$ cat src/verilog/priv_pkg.sv
// ****************************************
// Shared types, CSR addresses and bit positions for the machine-mode
// privilege unit; import it in each module that needs these names
// ****************************************
`default_nettype none

package priv_pkg;

  localparam int XLEN = 32;

  typedef logic [XLEN-1:0] word_t;
  typedef logic [11:0]     csr_addr_t;

  // mcause layout
  typedef struct packed {
    logic        interrupt;
    logic [30:0] code;
  } cause_t;

  // Machine information registers
  localparam csr_addr_t MVENDORID_ADDR = 12'hF11;
  localparam csr_addr_t MARCHID_ADDR   = 12'hF12;
  localparam csr_addr_t MIMPID_ADDR    = 12'hF13;
  localparam csr_addr_t MHARTID_ADDR   = 12'hF14;
  localparam csr_addr_t MISA_ADDR      = 12'h301;

  // Trap setup and handling
  localparam csr_addr_t MSTATUS_ADDR  = 12'h300;
  localparam csr_addr_t MEDELEG_ADDR  = 12'h302;
  localparam csr_addr_t MIDELEG_ADDR  = 12'h303;
  localparam csr_addr_t MIE_ADDR      = 12'h304;
  localparam csr_addr_t MTVEC_ADDR    = 12'h305;
  localparam csr_addr_t MSCRATCH_ADDR = 12'h340;
  localparam csr_addr_t MEPC_ADDR     = 12'h341;
  localparam csr_addr_t MCAUSE_ADDR   = 12'h342;
  localparam csr_addr_t MTVAL_ADDR    = 12'h343;
  localparam csr_addr_t MIP_ADDR      = 12'h344;

  // Timer registers, older machine-mode map
  localparam csr_addr_t MTIMECMP_ADDR = 12'h321;
  localparam csr_addr_t MTIME_ADDR    = 12'h701;
  localparam csr_addr_t MTIMEH_ADDR   = 12'h741;

  // Counters
  localparam csr_addr_t MCYCLE_ADDR    = 12'hB00;
  localparam csr_addr_t MINSTRET_ADDR  = 12'hB02;
  localparam csr_addr_t MCYCLEH_ADDR   = 12'hB80;
  localparam csr_addr_t MINSTRETH_ADDR = 12'hB82;

  // MXL = 1 (RV32), extension I only
  localparam word_t MISA_VALUE = 32'h4000_0100;

  localparam logic [30:0] CAUSE_ILLEGAL = 31'd2;
  localparam logic [30:0] CAUSE_MSI     = 31'd3;
  localparam logic [30:0] CAUSE_MTI     = 31'd7;
  localparam logic [30:0] CAUSE_ECALL_M = 31'd11;

  localparam int MSTATUS_MIE_BIT  = 3;
  localparam int MSTATUS_MPIE_BIT = 7;
  localparam int MIE_MSIE_BIT     = 3;
  localparam int MIE_MTIE_BIT     = 7;
  localparam int MIP_MSIP_BIT     = 3;
  localparam int MIP_MTIP_BIT     = 7;

  // Writable fields
  localparam word_t MSTATUS_WMASK = 32'h0000_0088;
  localparam word_t MIE_WMASK     = 32'h0000_0088;
  localparam word_t MTVEC_WMASK   = 32'hFFFF_FFFD;

  localparam logic [1:0] MTVEC_MODE_DIRECT   = 2'd0;
  localparam logic [1:0] MTVEC_MODE_VECTORED = 2'd1;

endpackage

`default_nettype wire

$ cat src/verilog/irq_prioritizer.sv
// ****************************************
// Picks the highest-priority enabled interrupt; MTI ranks above MSI
// ****************************************
`default_nettype none

module irq_prioritizer (
  input  wire priv_pkg::word_t mie_bits,
  input  wire priv_pkg::word_t mip_bits,
  input  wire logic            global_mie,
  output logic                 irq_take,
  output priv_pkg::cause_t     irq_cause,
  output priv_pkg::word_t      irq_offset
);
  import priv_pkg::*;

  word_t       active;
  logic [30:0] code;

  // Enable and pending bits share positions
  assign active = mie_bits & mip_bits & {XLEN{global_mie}};

  always_comb begin
    irq_take = 1'b1;
    if (active[MIP_MTIP_BIT]) begin
      code = CAUSE_MTI;
    end else if (active[MIP_MSIP_BIT]) begin
      code = CAUSE_MSI;
    end else begin
      irq_take = 1'b0;
      code     = '0;
    end
  end

  assign irq_cause.interrupt = irq_take;
  assign irq_cause.code      = code;

  // Vector table entries are one word apart
  assign irq_offset = {code[29:0], 2'b00};

endmodule

`default_nettype wire

$ cat src/verilog/machine_counters.sv
// ****************************************
// Prescaled 64-bit mtime with mtimecmp compare, and the cycle and
// instret counters; CSR writes arrive as strobes with merged data
// ****************************************
`default_nettype none

module machine_counters #(
  parameter int MTIME_PRESCALE = 1
) (
  input  wire logic            CLK,
  input  wire logic            nRST,
  input  wire logic            instr_retired,
  input  wire logic            time_lo_we,
  input  wire logic            time_hi_we,
  input  wire logic            cmp_we,
  input  wire priv_pkg::word_t wr_data,
  output priv_pkg::word_t      mtime,
  output priv_pkg::word_t      mtimeh,
  output priv_pkg::word_t      mtimecmp,
  output priv_pkg::word_t      cycle,
  output priv_pkg::word_t      cycleh,
  output priv_pkg::word_t      instret,
  output priv_pkg::word_t      instreth,
  output logic                 timer_pending
);
  import priv_pkg::*;

  localparam int PW = (MTIME_PRESCALE > 1) ? $clog2(MTIME_PRESCALE) : 1;

  logic [PW-1:0] pre_cnt;
  logic          tick;
  logic [63:0]   mtime_q;
  logic [63:0]   cycle_q;
  logic [63:0]   instret_q;
  word_t         cmp_q;

  assign tick = (pre_cnt == PW'(MTIME_PRESCALE - 1));

  always_ff @(posedge CLK, negedge nRST) begin
    if (!nRST) begin
      pre_cnt       <= '0;
      mtime_q       <= '0;
      cycle_q       <= '0;
      instret_q     <= '0;
      cmp_q         <= '0;
      timer_pending <= 1'b0;
    end else begin
      pre_cnt <= tick ? '0 : pre_cnt + 1'b1;

      // A CSR write replaces the increment for that cycle
      if (time_lo_we) begin
        mtime_q <= {mtime_q[63:32], wr_data};
      end else if (time_hi_we) begin
        mtime_q <= {wr_data, mtime_q[31:0]};
      end else if (tick) begin
        mtime_q <= mtime_q + 64'd1;
      end

      cycle_q <= cycle_q + 64'd1;
      if (instr_retired) instret_q <= instret_q + 64'd1;

      if (cmp_we) begin
        cmp_q         <= wr_data;
        timer_pending <= 1'b0;
      end else begin
        timer_pending <= (mtime_q >= {32'd0, cmp_q});
      end
    end
  end

  assign mtime    = mtime_q[31:0];
  assign mtimeh   = mtime_q[63:32];
  assign mtimecmp = cmp_q;
  assign cycle    = cycle_q[31:0];
  assign cycleh   = cycle_q[63:32];
  assign instret  = instret_q[31:0];
  assign instreth = instret_q[63:32];

  a_prescale: assert property (@(posedge CLK) MTIME_PRESCALE >= 1);

endmodule

`default_nettype wire

$ cat src/verilog/trap_ctrl.sv
// ****************************************
// Sequences trap entry and mret, and drives the fetch redirect
// ****************************************
`default_nettype none

module trap_ctrl (
  input  wire logic             CLK,
  input  wire logic             nRST,
  input  wire logic             exception,
  input  wire priv_pkg::cause_t ex_cause,
  input  wire priv_pkg::word_t  ex_pc,
  input  wire priv_pkg::word_t  ex_tval,
  input  wire logic             mret,
  input  wire priv_pkg::word_t  pipe_pc,
  input  wire logic             irq_take,
  input  wire priv_pkg::cause_t irq_cause,
  input  wire priv_pkg::word_t  irq_offset,
  input  wire priv_pkg::word_t  mtvec,
  input  wire priv_pkg::word_t  mepc,
  output logic                  trap_save,
  output priv_pkg::word_t       save_pc,
  output priv_pkg::cause_t      save_cause,
  output priv_pkg::word_t       save_tval,
  output logic                  restore,
  output logic                  redirect,
  output priv_pkg::word_t       redirect_pc
);
  import priv_pkg::*;

  typedef enum logic [1:0] {IDLE, SAVE, VECTOR, RETURN} state_t;

  state_t state;
  state_t state_next;
  word_t  offset_q;
  word_t  base;
  logic   accept_ex;
  logic   accept_irq;

  assign accept_ex  = (state == IDLE) && exception;
  assign accept_irq = (state == IDLE) && !exception && !mret && irq_take;

  always_comb begin
    state_next = state;
    case (state)
      IDLE: begin
        if (exception || irq_take) state_next = SAVE;
        if (mret)                  state_next = RETURN;
      end
      SAVE:    state_next = VECTOR;
      VECTOR:  state_next = IDLE;
      RETURN:  state_next = IDLE;
      default: state_next = IDLE;
    endcase
  end

  always_ff @(posedge CLK, negedge nRST) begin
    if (!nRST) begin
      state <= IDLE;
    end else begin
      state <= state_next;
    end
  end

  // Event payload, exception first
  always_ff @(posedge CLK) begin
    if (accept_ex) begin
      save_pc    <= ex_pc;
      save_cause <= ex_cause;
      save_tval  <= ex_tval;
      offset_q   <= '0;
    end else if (accept_irq) begin
      save_pc    <= pipe_pc;
      save_cause <= irq_cause;
      save_tval  <= '0;
      offset_q   <= irq_offset;
    end
  end

  assign base = {mtvec[31:2], 2'b00};

  assign trap_save = (state == SAVE);
  assign restore   = (state == RETURN);
  assign redirect  = (state == VECTOR) || (state == RETURN);

  // Only interrupts use the vector table
  always_comb begin
    if (state == RETURN) begin
      redirect_pc = mepc;
    end else if (mtvec[1:0] == MTVEC_MODE_VECTORED && save_cause.interrupt) begin
      redirect_pc = base + offset_q;
    end else begin
      redirect_pc = base;
    end
  end

  // No new trap or return strobe while one is in flight
  a_idle_strobes: assert property (@(posedge CLK) disable iff (!nRST)
    (state != IDLE) |-> !(exception || mret));

  a_ex_mret_excl: assert property (@(posedge CLK) disable iff (!nRST)
    !(exception && mret));

endmodule

`default_nettype wire

$ cat src/verilog/csr_rfile.sv
// ****************************************
// Machine CSR storage with swap/set/clear access from the pipeline
// and trap-side updates from the trap controller
// ****************************************
`default_nettype none

module csr_rfile (
  input  wire logic                CLK,
  input  wire logic                nRST,
  input  wire priv_pkg::csr_addr_t csr_addr,
  input  wire priv_pkg::word_t     csr_wdata,
  input  wire logic                csr_swap,
  input  wire logic                csr_set,
  input  wire logic                csr_clr,
  output priv_pkg::word_t          csr_rdata,
  output logic                     csr_invalid,
  input  wire logic                soft_irq,
  input  wire logic                trap_save,
  input  wire priv_pkg::word_t     save_pc,
  input  wire priv_pkg::cause_t    save_cause,
  input  wire priv_pkg::word_t     save_tval,
  input  wire logic                restore,
  input  wire priv_pkg::word_t     mtime,
  input  wire priv_pkg::word_t     mtimeh,
  input  wire priv_pkg::word_t     mtimecmp,
  input  wire priv_pkg::word_t     cycle,
  input  wire priv_pkg::word_t     cycleh,
  input  wire priv_pkg::word_t     instret,
  input  wire priv_pkg::word_t     instreth,
  input  wire logic                timer_pending,
  output logic                     time_lo_we,
  output logic                     time_hi_we,
  output logic                     cmp_we,
  output priv_pkg::word_t          wr_data,
  output priv_pkg::word_t          mtvec,
  output priv_pkg::word_t          mepc,
  output priv_pkg::word_t          mie_bits,
  output priv_pkg::word_t          mip_bits,
  output logic                     global_mie
);
  import priv_pkg::*;

  word_t  mstatus_q;
  word_t  mie_q;
  word_t  mtvec_q;
  word_t  mscratch_q;
  word_t  mepc_q;
  cause_t mcause_q;
  word_t  mtval_q;
  word_t  mip_val;
  logic   csr_op;
  logic   addr_valid;
  logic   wr_en;

  // Pending bits come straight from their sources
  always_comb begin
    mip_val = '0;
    mip_val[MIP_MTIP_BIT] = timer_pending;
    mip_val[MIP_MSIP_BIT] = soft_irq;
  end

  always_comb begin
    addr_valid = 1'b1;
    case (csr_addr)
      MVENDORID_ADDR, MARCHID_ADDR, MIMPID_ADDR, MHARTID_ADDR: csr_rdata = '0;
      MISA_ADDR:      csr_rdata = MISA_VALUE;
      MSTATUS_ADDR:   csr_rdata = mstatus_q;
      MEDELEG_ADDR:   csr_rdata = '0;
      MIDELEG_ADDR:   csr_rdata = '0;
      MIE_ADDR:       csr_rdata = mie_q;
      MTVEC_ADDR:     csr_rdata = mtvec_q;
      MSCRATCH_ADDR:  csr_rdata = mscratch_q;
      MEPC_ADDR:      csr_rdata = mepc_q;
      MCAUSE_ADDR:    csr_rdata = mcause_q;
      MTVAL_ADDR:     csr_rdata = mtval_q;
      MIP_ADDR:       csr_rdata = mip_val;
      MTIMECMP_ADDR:  csr_rdata = mtimecmp;
      MTIME_ADDR:     csr_rdata = mtime;
      MTIMEH_ADDR:    csr_rdata = mtimeh;
      MCYCLE_ADDR:    csr_rdata = cycle;
      MCYCLEH_ADDR:   csr_rdata = cycleh;
      MINSTRET_ADDR:  csr_rdata = instret;
      MINSTRETH_ADDR: csr_rdata = instreth;
      default: begin
        addr_valid = 1'b0;
        csr_rdata  = '0;
      end
    endcase
  end

  assign csr_op      = csr_swap | csr_set | csr_clr;
  assign csr_invalid = csr_op & ~addr_valid;
  assign wr_en       = csr_op & addr_valid;

  // Merge against the old value
  assign wr_data = csr_swap ? csr_wdata :
                   csr_set  ? (csr_rdata | csr_wdata) :
                              (csr_rdata & ~csr_wdata);

  // Timer writes are applied inside the counter block
  assign time_lo_we = wr_en && (csr_addr == MTIME_ADDR);
  assign time_hi_we = wr_en && (csr_addr == MTIMEH_ADDR);
  assign cmp_we     = wr_en && (csr_addr == MTIMECMP_ADDR);

  always_ff @(posedge CLK, negedge nRST) begin
    if (!nRST) begin
      mstatus_q  <= '0;
      mie_q      <= '0;
      mtvec_q    <= '0;
      mscratch_q <= '0;
      mepc_q     <= '0;
      mcause_q   <= '0;
      mtval_q    <= '0;
    end else begin
      // Trap entry and return win over a pipeline write
      if (trap_save) begin
        mstatus_q[MSTATUS_MPIE_BIT] <= mstatus_q[MSTATUS_MIE_BIT];
        mstatus_q[MSTATUS_MIE_BIT]  <= 1'b0;
      end else if (restore) begin
        mstatus_q[MSTATUS_MIE_BIT]  <= mstatus_q[MSTATUS_MPIE_BIT];
        mstatus_q[MSTATUS_MPIE_BIT] <= 1'b1;
      end else if (wr_en && csr_addr == MSTATUS_ADDR) begin
        mstatus_q <= wr_data & MSTATUS_WMASK;
      end

      if (trap_save) begin
        mepc_q   <= save_pc;
        mcause_q <= save_cause;
        mtval_q  <= save_tval;
      end else if (wr_en) begin
        case (csr_addr)
          MEPC_ADDR:   mepc_q   <= wr_data;
          MCAUSE_ADDR: mcause_q <= cause_t'(wr_data);
          MTVAL_ADDR:  mtval_q  <= wr_data;
          default:     ;
        endcase
      end

      if (wr_en) begin
        case (csr_addr)
          MIE_ADDR:      mie_q      <= wr_data & MIE_WMASK;
          MTVEC_ADDR:    mtvec_q    <= wr_data & MTVEC_WMASK;
          MSCRATCH_ADDR: mscratch_q <= wr_data;
          default:       ;
        endcase
      end
    end
  end

  assign mtvec      = mtvec_q;
  assign mepc       = mepc_q;
  assign mie_bits   = mie_q;
  assign mip_bits   = mip_val;
  assign global_mie = mstatus_q[MSTATUS_MIE_BIT];

  // The pipeline issues at most one access per cycle
  a_one_op: assert property (@(posedge CLK) disable iff (!nRST)
    $onehot0({csr_swap, csr_set, csr_clr}));

  // Trap entry and return never overlap
  a_save_restore_excl: assert property (@(posedge CLK) disable iff (!nRST)
    !(trap_save && restore));

endmodule

`default_nettype wire

$ cat src/verilog/priv_unit.sv
// ****************************************
// Machine-mode privilege unit top; set MTIME_PRESCALE to the number
// of clock cycles per mtime tick
// ****************************************
`default_nettype none

module priv_unit #(
  parameter int MTIME_PRESCALE = 1
) (
  input  wire logic                CLK,
  input  wire logic                nRST,
  input  wire priv_pkg::csr_addr_t csr_addr,
  input  wire priv_pkg::word_t     csr_wdata,
  input  wire logic                csr_swap,
  input  wire logic                csr_set,
  input  wire logic                csr_clr,
  output priv_pkg::word_t          csr_rdata,
  output logic                     csr_invalid,
  input  wire logic                exception,
  input  wire priv_pkg::cause_t    ex_cause,
  input  wire priv_pkg::word_t     ex_pc,
  input  wire priv_pkg::word_t     ex_tval,
  input  wire logic                mret,
  input  wire logic                instr_retired,
  input  wire priv_pkg::word_t     pipe_pc,
  input  wire logic                soft_irq,
  output logic                     redirect,
  output priv_pkg::word_t          redirect_pc
);
  import priv_pkg::*;

  logic   trap_save;
  logic   restore;
  word_t  save_pc;
  word_t  save_tval;
  cause_t save_cause;
  word_t  mtvec;
  word_t  mepc;
  word_t  mie_bits;
  word_t  mip_bits;
  logic   global_mie;
  logic   irq_take;
  cause_t irq_cause;
  word_t  irq_offset;
  word_t  mtime;
  word_t  mtimeh;
  word_t  mtimecmp;
  word_t  cycle;
  word_t  cycleh;
  word_t  instret;
  word_t  instreth;
  logic   timer_pending;
  logic   time_lo_we;
  logic   time_hi_we;
  logic   cmp_we;
  word_t  wr_data;

  csr_rfile u_csr_rfile (.*);

  trap_ctrl u_trap_ctrl (.*);

  machine_counters #(
    .MTIME_PRESCALE(MTIME_PRESCALE)
  ) u_counters (.*);

  irq_prioritizer u_irq_prio (.*);

endmodule

`default_nettype wire

$ cat config.mk
export PLATFORM = sky130hd
export DESIGN_NAME = priv_unit
export DESIGN_NICKNAME = d
export VERILOG_FILES = /design/src/verilog/priv_pkg.sv /design/src/verilog/irq_prioritizer.sv /design/src/verilog/machine_counters.sv /design/src/verilog/trap_ctrl.sv /design/src/verilog/csr_rfile.sv /design/src/verilog/priv_unit.sv
export SDC_FILE = /design/constraint.sdc
export NUM_CORES = 1
export LEC_CHECK = 0
export ABC_AREA = 1
export ABC_CLOCK_PERIOD_IN_PS = 11150
export BUFFER_PORTS_ARGS = -buffer_cell sky130_fd_sc_hd__buf_2
export CAP_MARGIN = 20
export CORE_ASPECT_RATIO = 0.7
export CORE_MARGIN = 8
export CORE_UTILIZATION = 30
export DETAILED_ROUTE_END_ITERATION = 16
export SETUP_SLACK_MARGIN = 0.1
export SYNTH_ARGS = -nofsm -noshare
export SYNTH_HDL_FRONTEND = slang
export SYNTH_SLANG_ARGS = --single-unit
$ cat constraint.sdc
create_clock -name CLK -period 11.15 [get_ports CLK]
set_input_delay 0 -clock CLK [delete_from_list [all_inputs] [get_ports CLK]]
set_output_delay 0 -clock CLK [all_outputs]
set_load 0.01 [all_outputs]
# After elaboration in Yosys (flattened, before gate mapping)

Cells that the tools add are included.
W data, S select, Z words.

Shift operators: 0
Reductions and logical operators: 30
Bitwise operators: 11
$add $sub $neg: 5
Div/mod/pow operators: 0
Order comparisons: 1
Muxes and demuxes: 38
Eq/ne operators: 29
Multiply operators: 0

Operators by type and width:

| kind                    | number |
|---|---|
| $mux W32                | 20 |
| $pmux W32 S16           | 1 |
| $add A64 B1 Y64 const B | 3 |
| $eq A12 B10 Y1 const B  | 12 |
| $mux W64                | 2 |
| $eq A12 B12 Y1 const B  | 8 |
| $ge A64 B32 Y1          | 1 |
| $add A32 B32 Y32        | 1 |
| $and A32 B32 Y32        | 1 |
| $not A32 Y32            | 1 |
| $or A32 B32 Y32         | 1 |
| $mux W31                | 1 |
| $eq A12 B11 Y1 const B  | 2 |
| $reduce_or A22 Y1       | 1 |
| $and A8 B8 Y8           | 2 |
| $reduce_and A2 Y1       | 8 |
| $reduce_bool A2 Y1      | 5 |
| $logic_and A1 B1 Y1     | 9 |
| $mux W1                 | 9 |
| $mux W8                 | 1 |
| $mux W2                 | 3 |
| $ne A2 B2 Y1 const B    | 3 |
| $pmux W2 S3             | 1 |
| $eq A2 B2 Y1 const B    | 2 |
| other kinds (11)        | 16 |

Memories kept: 0
Bits of input ports: 181
Output and inout port bits: 66
Latch bits: 0
Word-level logic and storage cells: 135
Bits in writable memories: 0
Register bits after elaboration: 517
ROM bits: 0

# Longest topological paths before layout

Depth in word-level cells: 8
Depth in mapped cells: 18
Mapped depth without buffers: 16

# Modules after synthesis

A second synthesis with hierarchy kept.

Cell total of the unflattened synthesis: 5284
Area, all modules: 35188.7 sq um

Modules (own cells, without submodules):

| module           | cells an instance | instances | seq. area each (sq um) | area each (sq um) |
|---|---|---|---|---|
| machine_counters | 2029              | 1         | 5630.4                 | 14262.4 |
| csr_rfile        | 2056              | 1         | 4078.9                 | 12378.1 |
| trap_ctrl        | 1131              | 1         | 3573.4                 | 8054.0 |
| irq_prioritizer  | 68                | 1         | 0.0                    | 494.2 |

# Least setup slack after synthesis

No wires, ideal clock.

Path type: reg-to-reg
Start: register u_trap_ctrl.state[1]
End: register, netlist name u_trap_ctrl.save_cause[0]
Required time: 10692 ps
Setup slack: 7414 ps
Data arrival time: 3278 ps
Path buffers: 2
Cell stages (with the launch flop): 8
Period minus slack after synthesis: 3736 ps
Library setup time: 458 ps
Path through: dfrtp_1 nor2_1 inv_1 nor2_1 inv_1 clkbuf_1 clkbuf_1 nand2_1

Longest elaborated chain between the ends: 5
Elaborated cells between the ends (all ways): 6
Those cells by class: reduce/logical (6)

Ends and longest elaborated chain:

| element                          | line                             | RTL |
|---|---|---|
| start: declaration               | trap_ctrl.sv:32                  | `state_t state;` |
| start signal: assignment         | trap_ctrl.sv:60                  | `state <= state_next;` |
| $logic_not A2 Y1 (*)             | trap_ctrl.sv:39, trap_ctrl.sv:40 |  |
| $logic_and A1 B1 Y1 (3 in a row) | trap_ctrl.sv:40                  | `assign accept_irq = (state == IDLE) && !exception && !mret && irq_take;` |
| $reduce_bool A2 Y1 (no line) (*) | -                                |  |

Mark *: on every way between the ends. The rest lies on a longest branch, timed or not.
A chain may end at the register's enable or synchronous reset.

# Worst setup path in the final report

Start: register u_csr_rfile.mtvec_q[3] (netlist: u_csr_rfile.mtvec[3])
End: output redirect_pc[28]

Longest elaborated chain between the ends: 3

Ends and longest elaborated chain:

| element                  | line             | RTL |
|---|---|---|
| start: declaration       | csr_rfile.sv:45  | `word_t mtvec_q;` |
| start signal: assignment | csr_rfile.sv:142 | `MTVEC_ADDR: mtvec_q <= wr_data & MTVEC_WMASK;` |
| $add A32 B32 Y32         | trap_ctrl.sv:90  | `redirect_pc = base + offset_q;` |
| $mux W32                 | trap_ctrl.sv:89  | `end else if (mtvec[1:0] == MTVEC_MODE_VECTORED && save_cause.interrupt) begin` |
| $mux W32                 | trap_ctrl.sv:87  | `if (state == RETURN) begin` |
| end: declaration         | priv_unit.sv:28  | `output priv_pkg::word_t redirect_pc` |

Every way passes these cells.

==> impl_metrics.json <==
{
  "root_buffer": "clkbuf_16",
  "finalNonFillerCells": 5809,
  "vdd_drop_max_mv": 0.155,
  "crit_cells": 13,
  "synth_cells": 4136,
  "yosysSeqAreaShare_pct": 42.6,
  "synth.distinct_cells": 50,
  "synth_common_cells": "1317 x nand2_1, 570 x nand3_1, 432 x nor2_1",
  "slowest_stage": "dfrtp_1",
  "arrival_ns": 3.66,
  "worst_pin_slew_ns": 1.23,
  "highest_layer": "met5",
  "cts-htree-levels": 2,
  "core_sq_um": 98100,
  "finClkSkew_ns": 0.0329,
  "synth_top_area_share_pct": 32.8,
  "period_share_pct": 32.8,
  "design_area_sq_um": 35300,
  "powerDensity_nw_per_um2": 157,
  "antenna_found_initial": 7,
  "cts_sinks": 488,
  "syn_avg_cell_area_sq_um": 7.19,
  "setup_viol_count_final": 0,
  "status": "finished, violations left",
  "vias": 31200,
  "end_kind": "output pin",
  "cp_top_family": "simple AND/OR/NAND/NOR gates",
  "place_ws_ns": 7.32,
  "crit_chain": "inv_1, fa_1, inv_1, nand2_1, a21oi_1, nand3_1, inv_1, nand2_1, nor2_1, nand4_1, xor2_1, o21ai_0, buf_2",
  "clk_pin_slew_ns": 0.07,
  "path_class": "reg -> out",
  "numCtsBuffers": 52,
  "synth_area_leaders": "dfrtp_1 33%, nand2_1 17%, edfxtp_1 9.7%",
  "cts_resized": 0,
  "syn_nets": 4356,
  "cp_slowest_stage_delay_ns": 0.50,
  "synth_top_area_cell": "dfrtp_1",
  "cts_max_path_buffers": 3,
  "async_flop_share_pct": 79.9,
  "gp_congestion": 1.05,
  "yosys_register_bits": 488,
  "cts_setup_buffers": 0,
  "r2r_slack_ns": 7.74,
  "leakage_nw": 16.7,
  "hold_violations": 7,
  "rows": 96,
  "cts_hold_buf": 133,
  "clk-insertion-delay-late_ns": 0.66,
  "cts_tree": "done",
  "nNetsFinal": 4661,
  "hold_ws_ns": -0.0225,
  "dr_wl_met2_microns": 56200,
  "finalWorstSetupSlack_ns": 7.49,
  "wl_per_cell_microns": 25.7,
  "worstPathRequired_ns": 11.15,
  "timing.rr.end": "u_trap_ctrl.save_tval[4]",
  "synth_area_sq_um": 29700,
  "grt_pass1_vias": 28500,
  "max_slew_margin_pct": 18.0,
  "grt_setup_unrepaired": "false",
  "r2r_cells": 6,
  "critPathBufInv": 4,
  "synth_top_flop_cell": "dfrtp_1",
  "io_pins": 247,
  "yosys_warnings": 0,
  "drive_above_1_share_pct": 10.1,
  "area_delta_synth_final_pct": 18.8,
  "dieArea_sq_um": 110000,
  "dp_hpwl_microns": 113000,
  "violations": "negative hold slack",
  "slew_violations": 0,
  "gr-total-overflow": 0,
  "via_per_inst": 5.36,
  "reg2reg_from": "u_trap_ctrl.state[1]",
  "place_area_sq_um": 32100,
  "hp-class": "in -> async",
  "initial_utilization_pct": 30.3,
  "chipHeight_microns": 279,
  "crit_top_cell": "inv_1",
  "drtIter0Drc": 5105,
  "crit_path_start_kind": "register",
  "yosysMostFrequentCell": "nand2_1",
  "max_freq_ghz": 0.274,
  "synth-edff-count": 96,
  "met3WireLength_microns": 22800,
  "fp.dieW_microns": 392,
  "wl_microns": 149000,
  "dr.pass1.iters": 8,
  "drc": 0,
  "placed_cells": 5573,
  "maxCapViolations": 0,
  "port_buffers": 246,
  "antenna_left": 0,
  "path_max_fanout": 4,
  "wl_met1_microns": 65800,
  "grt_pass1_wl_microns": 211000,
  "grt.total_usage_pct": 26.3,
  "grt_max_degree": 162,
  "fin_crit_ns": 3.66,
  "setup_tns_ns": 0
}
flip-flops by register name, summed over array words and instances, names as in the netlist:
register	cells
u_counters.instret_q	64
u_trap_ctrl.save_pc	32
u_csr_rfile.mcause_q	32
u_counters.timer_pending	1
u_trap_ctrl.offset_q	2
u_csr_rfile.mtval_q	32
u_trap_ctrl.state	2
u_counters.mtime_q	64
u_csr_rfile.mstatus_q	2
u_csr_rfile.mie_bits	2
u_counters.mtimecmp	32
u_trap_ctrl.save_cause	32
u_csr_rfile.mtvec	31
u_csr_rfile.mscratch_q	32
u_counters.cycle_q	64
u_trap_ctrl.save_tval	32
u_csr_rfile.mepc	32
metrics by stage:
step | util (%) | total power [mW]
floorplan | - | 3.01
global placement | 32.7 | 3.51
detailed placement | 32.7 | 3.54
CTS | 35.9 | 5.51
global route | 36.0 | 5.75
finish | 36.0 | 5.53
kinds of logic (layout without fill, tap and decap cells):
| group | count (synthesis) | in the layout | synth area share [%] |
|---|---|---|---|
| XOR/XNOR | 196 | 196 | 5.77 |
| flip-flops | 488 | 488 | 42.6 |
| buffers and inverters | 558 | 906 | 7.73 |
| adder cells (fa/ha/maj) | 39 | 39 | 1.67 |
| AND/OR/NAND/NOR | 2604 | 2604 | 37.8 |
| AO/OA/AOI/OAI | 251 | 251 | 4.42 |
| other | 0 | 2 | 0 |
final cells by class:
| class | count | area, sq um |
|---|---|---|
| Antenna cell | 2 | 5.00 |
| Clock inverter | 20 | 300 |
| Sequential cell | 488 | 12700 |
| Inverter | 396 | 1500 |
| Fill cell | 10500 | 62800 |
| Timing Repair Buffer | 413 | 2890 |
| Clock buffer | 77 | 1520 |
| Tap cell | 1323 | 1660 |
| Multi-Input combinational cell | 3090 | 14800 |
worst max path at each step:
stage                                           end  slack, ns            startpoint
after CTS                           redirect_pc[28]       7.49  u_csr_rfile.mtvec[3]
final                               redirect_pc[28]       7.49  u_csr_rfile.mtvec[3]
after floorplan           u_trap_ctrl.save_cause[0]       7.41  u_trap_ctrl.state[1]
after global placement      u_csr_rfile.mtval_q[21]       7.26           csr_addr[3]
after detailed placement    u_csr_rfile.mtval_q[29]       7.32           csr_addr[0]
after global routing                redirect_pc[28]       7.33  u_csr_rfile.mtvec[3]
routing by layer:
metal | vias to the layer above | GRT usage, %
li1 | 13900 | -
met2 | 1980 | 34.1
met1 | 15000 | 38.6
met3 | 240 | 11.5
met4 | 2 | 7.11
met5 | - | 0
placed cells by master, fill, tap and decap left out, types with 38 or more instances in the layout:
cell,n
nor2_1,430
o21ai_1,41
o21ai_0,154
dfrtp_1,390
inv_1,377
nand4_1,71
dlygate4sd3_1,133
xor2_1,156
nand3_1,570
clkbuf_16,53
edfxtp_1,96
buf_2,245
xnor2_1,40
ha_1,38
nor3_1,106
nand2_1,1316
power by group:
| part | internal (mW) | switching (mW) |
|---|---|---|
| clock | 1.09 | 0.834 |
| combinational | 0.376 | 0.825 |
| sequential | 2.17 | 0.245 |
Power figures use the tool's default switching activity.
